File: src/bru_pkg.sv
`default_nettype none

package bru_pkg;

  // ==========================================================================
  // Widths and sizes
  // ==========================================================================
  localparam int EPOCH_W  = 2;
  localparam int ROB_W    = 5;
  localparam int PHYS_W   = 6;
  localparam int IQ_DEPTH = 4;

  // Queue pointer and occupancy counter widths
  localparam int IQ_PTR_W = $clog2(IQ_DEPTH);
  localparam int IQ_CNT_W = $clog2(IQ_DEPTH + 1);

  // ==========================================================================
  // Micro-op encodings
  // ==========================================================================
  typedef enum logic [2:0] {
    BR_BEQ  = 3'd0,
    BR_BNE  = 3'd1,
    BR_BLT  = 3'd2,
    BR_BGE  = 3'd3,
    BR_BLTU = 3'd4,
    BR_BGEU = 3'd5
  } branch_type_e;

  typedef enum logic [1:0] {
    UOP_BRANCH = 2'd0,
    UOP_JUMP   = 2'd1,
    UOP_OTHER  = 2'd2
  } uop_class_e;

  // ==========================================================================
  // Records passed between stages
  // ==========================================================================

  // Decoded instruction as seen by the branch unit
  typedef struct packed {
    logic [31:0]  pc;
    logic [31:0]  imm;
    branch_type_e branch_type;
    uop_class_e   uop_class;
    logic         uses_rs1;
    logic         uses_rd;
    logic         pred_taken;
    logic [31:0]  pred_target;
  } uop_bundle_t;

  typedef struct packed {
    uop_bundle_t       bundle;
    logic [EPOCH_W-1:0] epoch;
    logic [ROB_W-1:0]  rob_idx;
    logic [PHYS_W-1:0] prd_new;
  } rs_uop_t;

  // Operands travel with the micro-op, no register file read here
  typedef struct packed {
    rs_uop_t     uop;
    logic [31:0] rs1_val;
    logic [31:0] rs2_val;
  } br_issue_t;

  typedef struct packed {
    logic               uses_rd;
    logic [EPOCH_W-1:0] epoch;
    logic [ROB_W-1:0]   rob_idx;
    logic [PHYS_W-1:0]  prd_new;
    logic [31:0]        data;
    logic [31:0]        pc;
  } br_wb_t;

  typedef struct packed {
    logic        act_taken;
    logic [31:0] target_pc;
    logic        mispredict;
  } br_resolve_t;

endpackage

`default_nettype wire

File: src/branch_issue_queue.sv
`timescale 1ns/1ns
`default_nettype none

module branch_issue_queue (
  input  logic               clk,
  input  logic               rst_n,

  input  logic               dispatch_valid,
  output logic               dispatch_ready,
  input  bru_pkg::br_issue_t dispatch_entry,

  output logic               issue_valid,
  input  logic               issue_ready,
  output bru_pkg::br_issue_t issue_entry,

  input  logic               redirect_valid
);

  import bru_pkg::*;

  // ==========================================================================
  // Storage and pointers
  // ==========================================================================
  br_issue_t           entries [IQ_DEPTH];
  logic [IQ_PTR_W-1:0] head_q;
  logic [IQ_PTR_W-1:0] tail_q;
  logic [IQ_CNT_W-1:0] count_q;

  logic full;
  logic empty;
  logic push;
  logic pop;

  // Wrap at IQ_DEPTH so a non power of two depth also works
  function automatic logic [IQ_PTR_W-1:0] ptr_inc(input logic [IQ_PTR_W-1:0] ptr);
    logic [IQ_PTR_W-1:0] nxt;
    nxt = (ptr == IQ_PTR_W'(IQ_DEPTH - 1)) ? '0 : ptr + 1'b1;
    return nxt;
  endfunction

  assign full  = (count_q == IQ_CNT_W'(IQ_DEPTH));
  assign empty = (count_q == '0);

  // A redirect blocks both sides for one cycle, so nothing from the wrong path
  // slips in or out while the queue is being flushed
  assign dispatch_ready = !full && !redirect_valid;
  assign issue_valid    = !empty && !redirect_valid;
  assign issue_entry    = entries[head_q];

  assign push = dispatch_valid && dispatch_ready;
  assign pop  = issue_valid && issue_ready;

  always_ff @(posedge clk) begin
    if (push) begin
      entries[tail_q] <= dispatch_entry;
    end
  end

  always_ff @(posedge clk or negedge rst_n) begin
    if (!rst_n) begin
      head_q  <= '0;
      tail_q  <= '0;
      count_q <= '0;
    end else if (redirect_valid) begin
      // Every waiting entry is younger than the mispredicted branch
      head_q  <= '0;
      tail_q  <= '0;
      count_q <= '0;
    end else begin
      if (push) begin
        tail_q <= ptr_inc(tail_q);
      end
      if (pop) begin
        head_q <= ptr_inc(head_q);
      end
      case ({push, pop})
        2'b10:   count_q <= count_q + 1'b1;
        2'b01:   count_q <= count_q - 1'b1;
        default: count_q <= count_q;
      endcase
    end
  end

  // ==========================================================================
  // Checks
  // ==========================================================================
  a_push_pop_legal: assert property (
    @(posedge clk) disable iff (!rst_n)
    (push |-> !full) and (pop |-> !empty)
  ) else $error("issue queue push while full or pop while empty");

endmodule

`default_nettype wire

File: src/bru.sv
`timescale 1ns/1ns
`default_nettype none

module bru (
  input  logic                 clk,
  input  logic                 rst_n,

  input  logic                 req_valid,
  output logic                 req_ready,
  input  bru_pkg::br_issue_t   req_entry,

  output logic                 wb_valid,
  input  logic                 wb_ready,
  output bru_pkg::br_wb_t      wb,
  output bru_pkg::br_resolve_t resolve,

  output logic                 redirect_valid,
  output logic [31:0]          redirect_pc
);

  import bru_pkg::*;

  // ==========================================================================
  // Resolution from the incoming request
  // ==========================================================================
  uop_bundle_t bundle;
  logic [31:0] rs1_val;
  logic [31:0] rs2_val;
  logic [31:0] pc_plus4;
  logic        cond_true;
  br_resolve_t resolve_c;
  logic [31:0] redirect_pc_c;
  br_wb_t      wb_c;

  assign bundle   = req_entry.uop.bundle;
  assign rs1_val  = req_entry.rs1_val;
  assign rs2_val  = req_entry.rs2_val;
  assign pc_plus4 = bundle.pc + 32'd4;

  always_comb begin
    case (bundle.branch_type)
      BR_BEQ:  cond_true = (rs1_val == rs2_val);
      BR_BNE:  cond_true = (rs1_val != rs2_val);
      BR_BLT:  cond_true = ($signed(rs1_val) < $signed(rs2_val));
      BR_BGE:  cond_true = ($signed(rs1_val) >= $signed(rs2_val));
      BR_BLTU: cond_true = (rs1_val < rs2_val);
      BR_BGEU: cond_true = (rs1_val >= rs2_val);
      default: cond_true = 1'b0;
    endcase
  end

  always_comb begin
    resolve_c.act_taken = 1'b0;
    resolve_c.target_pc = pc_plus4;
    case (bundle.uop_class)
      UOP_BRANCH: begin
        resolve_c.act_taken = cond_true;
        resolve_c.target_pc = bundle.pc + bundle.imm;
      end
      UOP_JUMP: begin
        resolve_c.act_taken = 1'b1;
        // JALR when rs1 is a source, JAL otherwise
        if (bundle.uses_rs1) begin
          resolve_c.target_pc = (rs1_val + bundle.imm) & 32'hffff_fffe;
        end else begin
          resolve_c.target_pc = bundle.pc + bundle.imm;
        end
      end
      default: begin
        resolve_c.act_taken = 1'b0;
        resolve_c.target_pc = pc_plus4;
      end
    endcase

    // Wrong direction, or right direction but wrong target when taken
    resolve_c.mispredict = (resolve_c.act_taken != bundle.pred_taken) ||
                           (resolve_c.act_taken &&
                            (resolve_c.target_pc != bundle.pred_target));
  end

  assign redirect_pc_c = resolve_c.act_taken ? resolve_c.target_pc : pc_plus4;

  always_comb begin
    wb_c.uses_rd = bundle.uses_rd;
    wb_c.epoch   = req_entry.uop.epoch;
    wb_c.rob_idx = req_entry.uop.rob_idx;
    wb_c.prd_new = req_entry.uop.prd_new;
    wb_c.data    = pc_plus4;
    wb_c.pc      = bundle.pc;
  end

  // ==========================================================================
  // One-entry output buffer
  // ==========================================================================
  logic        out_vld_q;
  br_wb_t      wb_q;
  br_resolve_t resolve_q;
  logic [31:0] redirect_pc_q;
  logic        deq_fire;
  logic        enq_fire;

  assign deq_fire = out_vld_q && wb_ready;

  // Accept when empty or when the held result leaves this cycle
  assign req_ready = !out_vld_q || deq_fire;
  assign enq_fire  = req_valid && req_ready;

  always_ff @(posedge clk or negedge rst_n) begin
    if (!rst_n) begin
      out_vld_q <= 1'b0;
    end else if (enq_fire) begin
      out_vld_q <= 1'b1;
    end else if (deq_fire) begin
      out_vld_q <= 1'b0;
    end
  end

  always_ff @(posedge clk) begin
    if (enq_fire) begin
      wb_q          <= wb_c;
      resolve_q     <= resolve_c;
      redirect_pc_q <= redirect_pc_c;
    end
  end

  assign wb_valid = out_vld_q;
  assign wb       = wb_q;
  assign resolve  = resolve_q;

  // Redirect pulses only in the retire cycle
  assign redirect_valid = deq_fire && resolve_q.mispredict;
  assign redirect_pc    = redirect_pc_q;

  // ==========================================================================
  // Checks
  // ==========================================================================
  a_stall_stable: assert property (
    @(posedge clk) disable iff (!rst_n)
    (wb_valid && !wb_ready) |=> (wb_valid && $stable(wb) && $stable(resolve))
  ) else $error("branch unit result changed while stalled");

endmodule

`default_nettype wire

File: src/branch_unit_top.sv
`timescale 1ns/1ns
`default_nettype none

module branch_unit_top (
  input  logic                 clk,
  input  logic                 rst_n,

  input  logic                 dispatch_valid,
  output logic                 dispatch_ready,
  input  bru_pkg::br_issue_t   dispatch_entry,

  output logic                 wb_valid,
  input  logic                 wb_ready,
  output bru_pkg::br_wb_t      wb,
  output bru_pkg::br_resolve_t resolve,

  output logic                 redirect_valid,
  output logic [31:0]          redirect_pc
);

  import bru_pkg::*;

  // Queue head to branch unit
  logic      issue_valid;
  logic      issue_ready;
  br_issue_t issue_entry;

  branch_issue_queue u_branch_issue_queue (
    .clk            (clk),
    .rst_n          (rst_n),
    .dispatch_valid (dispatch_valid),
    .dispatch_ready (dispatch_ready),
    .dispatch_entry (dispatch_entry),
    .issue_valid    (issue_valid),
    .issue_ready    (issue_ready),
    .issue_entry    (issue_entry),
    .redirect_valid (redirect_valid)
  );

  bru u_bru (
    .clk            (clk),
    .rst_n          (rst_n),
    .req_valid      (issue_valid),
    .req_ready      (issue_ready),
    .req_entry      (issue_entry),
    .wb_valid       (wb_valid),
    .wb_ready       (wb_ready),
    .wb             (wb),
    .resolve        (resolve),
    .redirect_valid (redirect_valid),
    .redirect_pc    (redirect_pc)
  );

endmodule

`default_nettype wire

File: config.mk
export PLATFORM = sky130hd
export DESIGN_NAME = branch_unit_top
export DESIGN_NICKNAME = d
export VERILOG_FILES = /design/src/bru_pkg.sv /design/src/branch_issue_queue.sv /design/src/bru.sv /design/src/branch_unit_top.sv
export SDC_FILE = /design/constraint.sdc
export NUM_CORES = 1
export LEC_CHECK = 0
export BUFFER_PORTS_ARGS = -buffer_cell sky130_fd_sc_hd__buf_2
export CORE_MARGIN = 3
export CORE_UTILIZATION = 60
export CTS_BUF_LIST = sky130_fd_sc_hd__clkbuf_2
export DETAILED_ROUTE_END_ITERATION = 7
export PLACE_DENSITY_LB_ADDON = 0.12
export SLEW_MARGIN = 10
export SYNTH_ARGS = -nofsm -noshare
export SYNTH_HDL_FRONTEND = slang
export SYNTH_SLANG_ARGS = --single-unit
File: constraint.sdc
create_clock -name clk -period 26.4 [get_ports clk]
set_input_delay 5.28 -clock clk [delete_from_list [all_inputs] [get_ports clk]]
set_output_delay 5.28 -clock clk [all_outputs]
set_load 0.05 [all_outputs]
* After elaboration in Yosys (flattened, before gate mapping)
Memories as Yosys holds them, arrays and structs flattened.
Cells that the tools add are included.
** Storage, ports and cells
- Register bits after elaboration :: 152
- Latch bits :: 0
- Bits in writable memories :: 724
- ROM bits :: 0
- Input bits :: 185
- Memories :: 1
** Memory list
- u_branch_issue_queue.entries :: depth 4, width 181, read ports 1, clocked after memory_dff 0, wr ports 1, line branch_issue_queue.sv:24 : br_issue_t entries [IQ_DEPTH];
** Cells by class
- Add/sub/neg operators :: 7
- Multipliers :: 0
- Div/mod/pow operators :: 0
- $lt $le $gt $ge :: 4
- Equality and inequality tests :: 15
- Shift-type cells :: 0
- Muxes and demuxes :: 16
- Bitwise logic cells :: 0
- Reductions and logical operators :: 20
** Operators by type and width (count)
- $pmux 33 s2 :: 1
- $add 32x32->32 :: 2
- $ge 32x32->1 :: 2
- $lt 32x32->1 :: 2
- $mux 32 :: 2
- $ne 32x32->1 :: 2
- $add 32x3->32 const B :: 1
- $eq 32x32->1 :: 1
- $mux 2 :: 6
- $eq 3x3->1 const B :: 3
- $logic_and 1x1->1 :: 7
- $eq 2x2->1 const B :: 3
- $eq 3x2->1 const B :: 2
- $logic_not 3->1 :: 2
- $pmux 1 s6 :: 1
- $pmux 3 s2 :: 1
- $reduce_bool 2->1 :: 3
- $add 2x1->2 const B :: 2
- $eq 2x1->1 const B :: 2
- $logic_not 1->1 :: 4
- $mux 1 :: 4
- $add 3x1->3 const B :: 1
- $eq 3x1->1 const B :: 1
- $mux 3 :: 1
- 5 further kinds :: 6

* Depth between registers and ports, before layout
Gate-level depths: netlist (run 1).
- Depth in word-level cells :: 8
- Depth in mapped cells :: 26

* By module
From an unflattened synthesis (run 1), not the netlist that was laid out.
** Unflattened totals
- Cells, all modules :: 2239
- Area total of the unflattened synthesis :: 38180.4 µm²
** By module, submodules not included
- branch_issue_queue :: instances 1, cells each 1013, area an instance 26815.7 µm², sequential area each 21916.0 µm²
- bru :: instances 1, cells each 1226, area an instance 11364.6 µm², sequential area each 4289.1 µm²

* Worst setup path before layout (run 1)
No wires, ideal clock.
- Kind :: input-to-reg
- Start :: input wb_ready
- End :: register u_branch_issue_queue.count_q[2]
- Setup time :: 0.084 ns
- Arrival time :: 14.071 ns
- Required time :: 26.316 ns
- Path slack :: 12.246 ns
- Cell stages on the path :: 7
- Path buffers :: 0
- Cell sequence :: nand2b_1 > a21oi_1 > ha_1 > fa_1 > xnor2_1 > or3_1 > a21oi_1
** Between the ends
- Cells in the longest elaborated chain, start to end :: 8
- Elaborated cells between the ends (all ways) :: 13
- Classes of those cells :: 2 x eq/ne; 2 x mux; 9 x reduce/logical
** RTL lines
- from (decl) :: line branch_unit_top.sv:13 : input logic wb_ready,
- $logic_and 1x1->1 * :: line bru.sv:102 : assign deq_fire = out_vld_q && wb_ready;
- $logic_and 1x1->1 :: line bru.sv:131 : assign redirect_valid = deq_fire && resolve_q.mispredict;
- $logic_not 1->1 :: line branch_issue_queue.sv:47 : assign issue_valid = !empty && !redirect_valid;
- $logic_and 1x1->1 :: line branch_issue_queue.sv:47
- $logic_and 1x1->1 * :: line branch_issue_queue.sv:51 : assign pop = issue_valid && issue_ready;
- net u_branch_issue_queue.pop :: line branch_issue_queue.sv:32 : logic pop;
- $eq 2x1->1 or $eq 2x2->1 (tied branches) :: line branch_issue_queue.sv:76 : case ({push, pop})
- $pmux 3 s2 :: line branch_issue_queue.sv:76
- $mux 3 :: line branch_issue_queue.sv:64 : end else if (redirect_valid) begin
- to (signal assigned) :: line branch_issue_queue.sv:77 : 2'b10: count_q <= count_q + 1'b1;
- to (signal assigned) :: line branch_issue_queue.sv:78 : 2'b01: count_q <= count_q - 1'b1;
- to (signal assigned) :: line branch_issue_queue.sv:79 : default: count_q <= count_q;
- to (decl) :: line branch_issue_queue.sv:27 : logic [IQ_CNT_W-1:0] count_q;
The timed path passes the listed nets; every way through them passes the cells marked *.
A chain may end at the register's enable or synchronous reset.

* Worst setup path in the final report (run 1)
- Start :: input wb_ready
- End :: output dispatch_ready
** Between the ends
- Cells in the longest elaborated chain, start to end :: 4
** RTL lines
- $logic_and 1x1->1 :: line bru.sv:102
- $logic_and 1x1->1 :: line bru.sv:131
- $logic_not 1->1 :: line branch_issue_queue.sv:46 : assign dispatch_ready = !full && !redirect_valid;
- $logic_and 1x1->1 :: line branch_issue_queue.sv:46
- to (decl) :: line branch_unit_top.sv:9 : output logic dispatch_ready,
No other way between the ends.

==> results of run 1 <==
-- cell families (layout without fill, tap and decap cells) --
logic type                 Yosys count  count (layout)
xor gates and xnor gates           102             102
other                                0              12
DFF                                874             874
and+or+nand+nor                    374             374
buffers and inverters              153             782
muxes                              218             218
AOI/OAI and AO/OA                  315             315
adders and majority gates          103             103
-- stage by stage --
stage | area, um2 | setup WS [ns]
floorplan | 37500 | 12.25
global placement | 40100 | 14.78
detailed placement | 40100 | 14.73
CTS | 41900 | 14.72
global route | 41900 | 14.59
finish | 41900 | 14.70
-- placed cells by master, fill, tap and decap left out, types with 7 or more instances in the layout --
master / netlist / routed
o21bai_1: 9 / 9
mux4_2: 181 / 181
nor2_1: 71 / 71
a221oi_1: 8 / 8
o2111ai_1: 8 / 8
a211oi_1: 14 / 14
o211ai_1: 9 / 9
mux2_2: 22 / 22
nor2b_1: 8 / 8
a21o_1: 22 / 22
o21a_1: 14 / 14
nor4_1: 12 / 12
xnor2_1: 50 / 50
buf_4: 8 / 28
nor3_1: 29 / 29
edfxtp_1: 866 / 866
clkinv_1: 0 / 20
nand4_1: 32 / 32
diode_2: 0 / 12
mux2i_1: 15 / 15
o22ai_1: 7 / 7
nand3_1: 38 / 38
ha_1: 100 / 100
and2_1: 9 / 9
and3_1: 18 / 14
a21oi_1: 83 / 82
xor2_1: 52 / 52
and4_1: 8 / 8
or3_1: 8 / 8
buf_2: 21 / 331
o21ai_0: 59 / 59
inv_1: 76 / 76
nand2_1: 117 / 117
clkbuf_2: 0 / 309
a31oi_1: 15 / 15
-- state kept, by name, summed over array words and instances (netlist names) --
register,count
u_branch_issue_queue.count_q,3
u_branch_issue_queue.entries,724
u_branch_issue_queue.head_q,2
u_branch_issue_queue.tail_q,2
u_bru.redirect_pc,32
u_bru.resolve,34
u_bru.wb,76
u_bru.wb_valid,1
-- metal layers --
metal	up-vias	GRT usage [%]	part of all wire (%)
li1	9772	-	-
met1	11068	38.4	41
met2	937	45.1	49
met3	145	7.12	7.8
met4	20	9.08	1.9
met5	-	0	0.14
-- worst min-delay path by stage --
stage | depth (start not counted) | slack, ns | from | end
2_1_floorplan | 1 | 0.50 | u_branch_issue_queue.tail_q[0]$_DFFE_PN0P_ | u_branch_issue_queue.tail_q[0]$_DFFE_PN0P_
3_3_place_gp | 1 | 0.55 | u_branch_issue_queue.tail_q[0]$_DFFE_PN0P_ | u_branch_issue_queue.tail_q[0]$_DFFE_PN0P_
3_5_place_dp | 1 | 0.55 | u_branch_issue_queue.tail_q[0]$_DFFE_PN0P_ | u_branch_issue_queue.tail_q[0]$_DFFE_PN0P_
4_1_cts | 1 | 0.57 | u_branch_issue_queue.tail_q[0]$_DFFE_PN0P_ | u_branch_issue_queue.tail_q[0]$_DFFE_PN0P_
5_1_grt | 1 | 0.62 | u_branch_issue_queue.tail_q[0]$_DFFE_PN0P_ | u_branch_issue_queue.tail_q[0]$_DFFE_PN0P_
6_report | 1 | 0.58 | u_branch_issue_queue.tail_q[0]$_DFFE_PN0P_ | u_branch_issue_queue.tail_q[0]$_DFFE_PN0P_
-- final cells by class --
class | count | area [um2]
clock inverter | 35 | 190
tap | 837 | 1050
multi-input combinational | 1112 | 10700
antenna | 12 | 30.0
clock buffer | 309 | 1550
inverter | 76 | 285
timing repair buffer | 362 | 1930
fill | 4280 | 19900
sequential | 874 | 26200
==> impl_metrics.csv, run 1 <==
group,metric,value,unit
synthesis,synth_compound_area_share,5.61,%
worst_setup_path,crit_path_end,"dispatch_ready",
synthesis,synth_edf_count,866,
worst_hold_path,min_path_type,"reg2reg",
placement,dpl.hpwl,61.8,mm
worst_setup_path,worstPathArrival,6.42,ns
cells_and_area,syn2layout_area_growth,11.7,%
detailed_routing,drt_iter0_drc,1811,
sta,hold_violations,0,
sta,drv_slew,0,
cts,cts_resized,0,
synthesis,synthTopCellsByArea,"edfxtp_1, mux4_2, ha_1",
synthesis,syn_area,0.0375,mm2
sta,timing.setup.tns,0,ns
synthesis,synth_common_cells,"edfxtp_1, mux4_2, nand2_1",
synthesis,synth-seq-cells,874,
floorplanning,start_util,60.7,%
cts,holdBufCountCts,0,
cts,clock_sinks,874,
worst_setup_path,cp.depth,5,
detailed_routing,wirelength,90.8,mm
cells_and_area,drive_above_1_share,33.0,%
sta,tightest_slew,1.04,ns
synthesis,avgSynthCellArea,17.5,um2
detailed_routing,routed_via_density,6.07,
worst_setup_path,cp-startpoint,"wb_ready",
worst_setup_path,r2r-start,"u_branch_issue_queue.head_q[0]$_DFFE_PN0P_",
synthesis,synth-simple-area-share,4.88,%
cells_and_area,finalNonFillerCells,3617,
worst_setup_path,crit_path_end_kind,"output pin",
worst_setup_path,crit_family,"buffers and inverters",
synthesis,synth.distinct_cells,77,
worst_setup_path,crit_path_top_delay_cell,"a21oi_1",
cts,htreeDepth,4,
sta,min_period,11.70,ns
global_route,antenna_found_initial,22,
worst_setup_path,reg2regPathDepth,16,
sta,fmax,85.5,MHz
sta,rsz0062_at_grt,"no",
synthesis,synthMuxAreaShare,11.9,%
detailed_routing,postRouteAntennaNets,0,
cts,cts.clk_slew.worst_paths,0.09,ns
sta,hold-worst-slack,0.581,ns
floorplanning,fp.dieW,256,um
cts,cts_root_buf,"clkbuf_2",
synthesis,synth_fp_nets,2427,
floorplanning,dieArea,0.0656,mm2
sta,slew_headroom,30.7,%
synthesis,seq_area_frac_synth,69.8,%
synthesis,synth_fa_ha_area_share,3.49,%
detailed_routing,wire_per_inst,25.1,um
global_route,grt_pass1_vias,22495,
synthesis,ys.flop_type,"edfxtp_1",
synthesis,synth_top_family_by_area,"multiplexers",
floorplanning,io_pins,332,
synthesis,netlist.area_leader.share,69.3,%
worst_setup_path,path_class,"in2out",
global_route,grt_start_max_net_pins,147,
run,cap_violations,0,
worst_setup_path,cp.required,21.12,ns
placement,place.gp.congestion,0.883,
floorplanning,core,0.0618,mm2
cts,post_cts_buffers,0,
cts,cts_buffer_depth,3,
synthesis,netlist_instances,2139,
worst_setup_path,crit_top_cell,"buf_2",
cells_and_area,nets,2920,
cts,cts_buffers,206,
worst_setup_path,r2r_end,"u_bru.resolve[0]$_DFFE_PP_",
synthesis,synth_top_area_cell,"edfxtp_1",
cts,clk_latency,1.36,ns
placement,dp.cells,3261,
detailed_routing,dr.pass1.iters,5,
synthesis,async_flop_share,0.915,%
detailed_routing,vias,21942,
worst_setup_path,reg2reg_slack,19.77,ns
worst_setup_path,path_cells,"buf_2 -> nand2_1 -> inv_1 -> a21oi_1 -> buf_2",
synthesis,synth_xor_area_share,2.38,%
floorplanning,rows,91,
cells_and_area,post-route-util,67.8,%
synthesis,yosysWarnings,0,
sta,setup_violations,0,
sta,period_share,44.3,%
global_route,gr-total-overflow,0,
placement,port_buffers,331,
global_route,grt_pass1_wl,137,mm
synthesis,synth.most_common_cell,"edfxtp_1",
worst_setup_path,slowest_delay,0.42,ns
worst_setup_path,cp-start-kind,"input pin",
cts,cts_tree,"yes",
outcome,status,"finished, final reports clean",
worst_setup_path,worst-path-buf-inv,3,
sta,fin_skew,0.113,ns
worst_setup_path,cp_max_fo,7,
global_route,grt.total_usage,28.1,%
floorplanning,die_y,256,um
detailed_routing,drc_errors,0,
Power of run 1 is left out: the tool's default activity adds up to more than one toggle a clock period on the data nets, which glitch-free logic cannot reach.
==> run 2: changes to the inputs <==
Clock period 26.4 ns to 11.85 ns, I/O delays scaled along.
==> run 2 against run 1 <==
- via count rose by 0.61%
- wire length up 1.7%
- first-iteration DRC count up 8.7%
- register-to-register slack worse by 14 ns
- cell area increased by 0.36%
- highest routed layer unchanged
- flip-flop and latch count unchanged
==> impl_metrics.csv, run 2 (synthesized netlist as in run 1, its figures left out) <==
group,metric,value,unit
outcome,status,"finished, final reports clean",
cells_and_area,nets,2916,
floorplanning,core,0.0618,mm2
worst_setup_path,crit_path_end_kind,"flip-flop",
cts,clk_latency,1.47,ns
worst_hold_path,min_path_type,"reg2reg",
sta,drv_slew,0,
sta,fmax,159,MHz
worst_setup_path,slowest_delay,0.86,ns
sta,rsz0062_at_grt,"no",
sta,timing.setup.tns,0,ns
detailed_routing,postRouteAntennaNets,0,
worst_setup_path,cp.required,13.02,ns
worst_setup_path,path_class,"reg2reg",
sta,tightest_slew,1.28,ns
worst_setup_path,cp_max_fo,104,
floorplanning,dieArea,0.0656,mm2
cts,clock_sinks,874,
floorplanning,rows,91,
cells_and_area,top_register,"u_branch_issue_queue.entries",
placement,dpl.hpwl,62.9,mm
cts,holdBufCountCts,0,
detailed_routing,dr.pass1.iters,6,
sta,setup_violations,0,
cells_and_area,final_cell_mix,"edfxtp_1, buf_2, clkbuf_2, mux4_2, nand2_1",
cells_and_area,final_common_cell,"edfxtp_1",
placement,place.gp.congestion,0.894,
cts,cts_root_buf,"clkbuf_2",
sta,min_period,6.30,ns
worst_setup_path,worstPathArrival,7.47,ns
sta,slew_headroom,14.1,%
worst_setup_path,path_cells,"buf_12 -> mux4_2 -> ha_1 -> nand4_1 -> nor3_1 -> a32oi_1 -> a31oi_1 -> nor2_1 -> xnor2_1 -> a221oi_1 -> xor2_1 -> o2111ai_1 -> nor4_1 -> a31oi_1",
global_route,gr-total-overflow,0,
cells_and_area,largest_reg_flops,724,
detailed_routing,routed_via_density,6.07,
cells_and_area,drive_above_1_share,32.4,%
cts,cts.clk_slew.worst_paths,0.09,ns
detailed_routing,drc_errors,0,
sta,hold_violations,0,
global_route,grt.total_usage,28.7,%
floorplanning,fp.dieW,256,um
global_route,antenna_found_initial,19,
worst_setup_path,crit_top_cell,"a31oi_1",
cts,cts_buffer_depth,3,
sta,period_share,53.1,%
cts,post_cts_buffers,0,
cells_and_area,syn2layout_area_growth,12.0,%
worst_setup_path,crit_family,"compound AO/OA/AOI/OAI gates",
global_route,grt_pass1_vias,22449,
floorplanning,io_pins,332,
global_route,grt_start_max_net_pins,147,
worst_setup_path,reg2reg_slack,5.55,ns
run,cap_violations,0,
cts,cts_buffers,207,
worst_setup_path,crit_path_top_delay_cell,"a221oi_1",
cts,cts_tree,"yes",
sta,fin_skew,0.129,ns
cts,htreeDepth,4,
worst_setup_path,cp-start-kind,"flip-flop",
detailed_routing,vias,22076,
placement,port_buffers,331,
detailed_routing,wirelength,92.4,mm
cts,cts_resized,0,
floorplanning,die_y,256,um
detailed_routing,wire_per_inst,25.4,um
worst_setup_path,worst-path-buf-inv,1,
detailed_routing,drt_iter0_drc,1968,
floorplanning,start_util,60.7,%
global_route,grt_pass1_wl,139,mm
==> run 2: cell count changes in the layout (fill, tap and decap cells not counted), moves of 2 or more <==
cell	previous run	this run
clkinv_1	20	50
clkbuf_2	309	297
buf_4	28	22
clkinv_2	2	7
clkinv_8	1	4
inv_2	3	0
clkinvlp_4	3	1
inv_12	0	2
inv_6	4	2
inv_8	1	3
==> run 2: worst paths after layout <==
check	start	cells past startpoint	end
min in group asynchronous	rst_n	1	u_branch_issue_queue.tail_q[1]$_DFFE_PN0P_
setup reg to reg	u_branch_issue_queue.head_q[0]$_DFFE_PN0P_	14	u_bru.resolve[0]$_DFFE_PP_
max in group asynchronous	rst_n	1	u_branch_issue_queue.head_q[0]$_DFFE_PN0P_
hold reg to reg	u_branch_issue_queue.tail_q[0]$_DFFE_PN0P_	1	u_branch_issue_queue.tail_q[0]$_DFFE_PN0P_
setup / recovery	u_branch_issue_queue.head_q[0]$_DFFE_PN0P_	14	u_bru.resolve[0]$_DFFE_PP_
hold / removal	u_branch_issue_queue.tail_q[0]$_DFFE_PN0P_	1	u_branch_issue_queue.tail_q[0]$_DFFE_PN0P_
==> run 2: layer usage <==
metal	vias to the layer above	routed length, um	track usage (%)	part of all wire [%]
met5	-	127	0	0.14
met4	20	2120	9.42	2.3
met3	169	7420	6.68	8.0
met2	981	44500	45.0	48
met1	11109	38100	40.5	41
li1	9797	-	-	-
==> run 2: worst reg2reg max path, cell delays in order (launching register included) <==
cell and delay (ns):
dfrtp_4 0.85, buf_12 0.77, mux4_2 0.70, ha_1 0.49, nand4_1 0.33, nor3_1 0.30
a32oi_1 0.22, a31oi_1 0.39, nor2_1 0.15, xnor2_1 0.15, a221oi_1 0.86, xor2_1 0.21
o2111ai_1 0.20, nor4_1 0.32, a31oi_1 0.11
==> run 2: final cells by class <==
type                       instances  area [um2]
antenna                           11        27.5
clock buffer                     297        1490
clock inverter                    72         427
fill                            4259       19800
inverter                          76         285
multi-input combinational       1112       10700
sequential                       874       26200
tap                              837        1050
timing repair buffer             357        1900
==> run 2: through the flow <==
stage	hold slack, ns	worst slack (ns)	instance area, um2	util, %	cells
final	0.566	5.55	42000	68.0	3636
after global routing	0.586	5.00	42000	68.0	3629
after CTS	0.563	5.50	42000	68.0	3625
after detailed placement	0.544	5.57	40100	64.9	3256
after global placement	0.544	5.44	40100	64.9	3256
after floorplan	0.504	0.606	37500	-	2139
Power of run 2 is left out for the same reason.
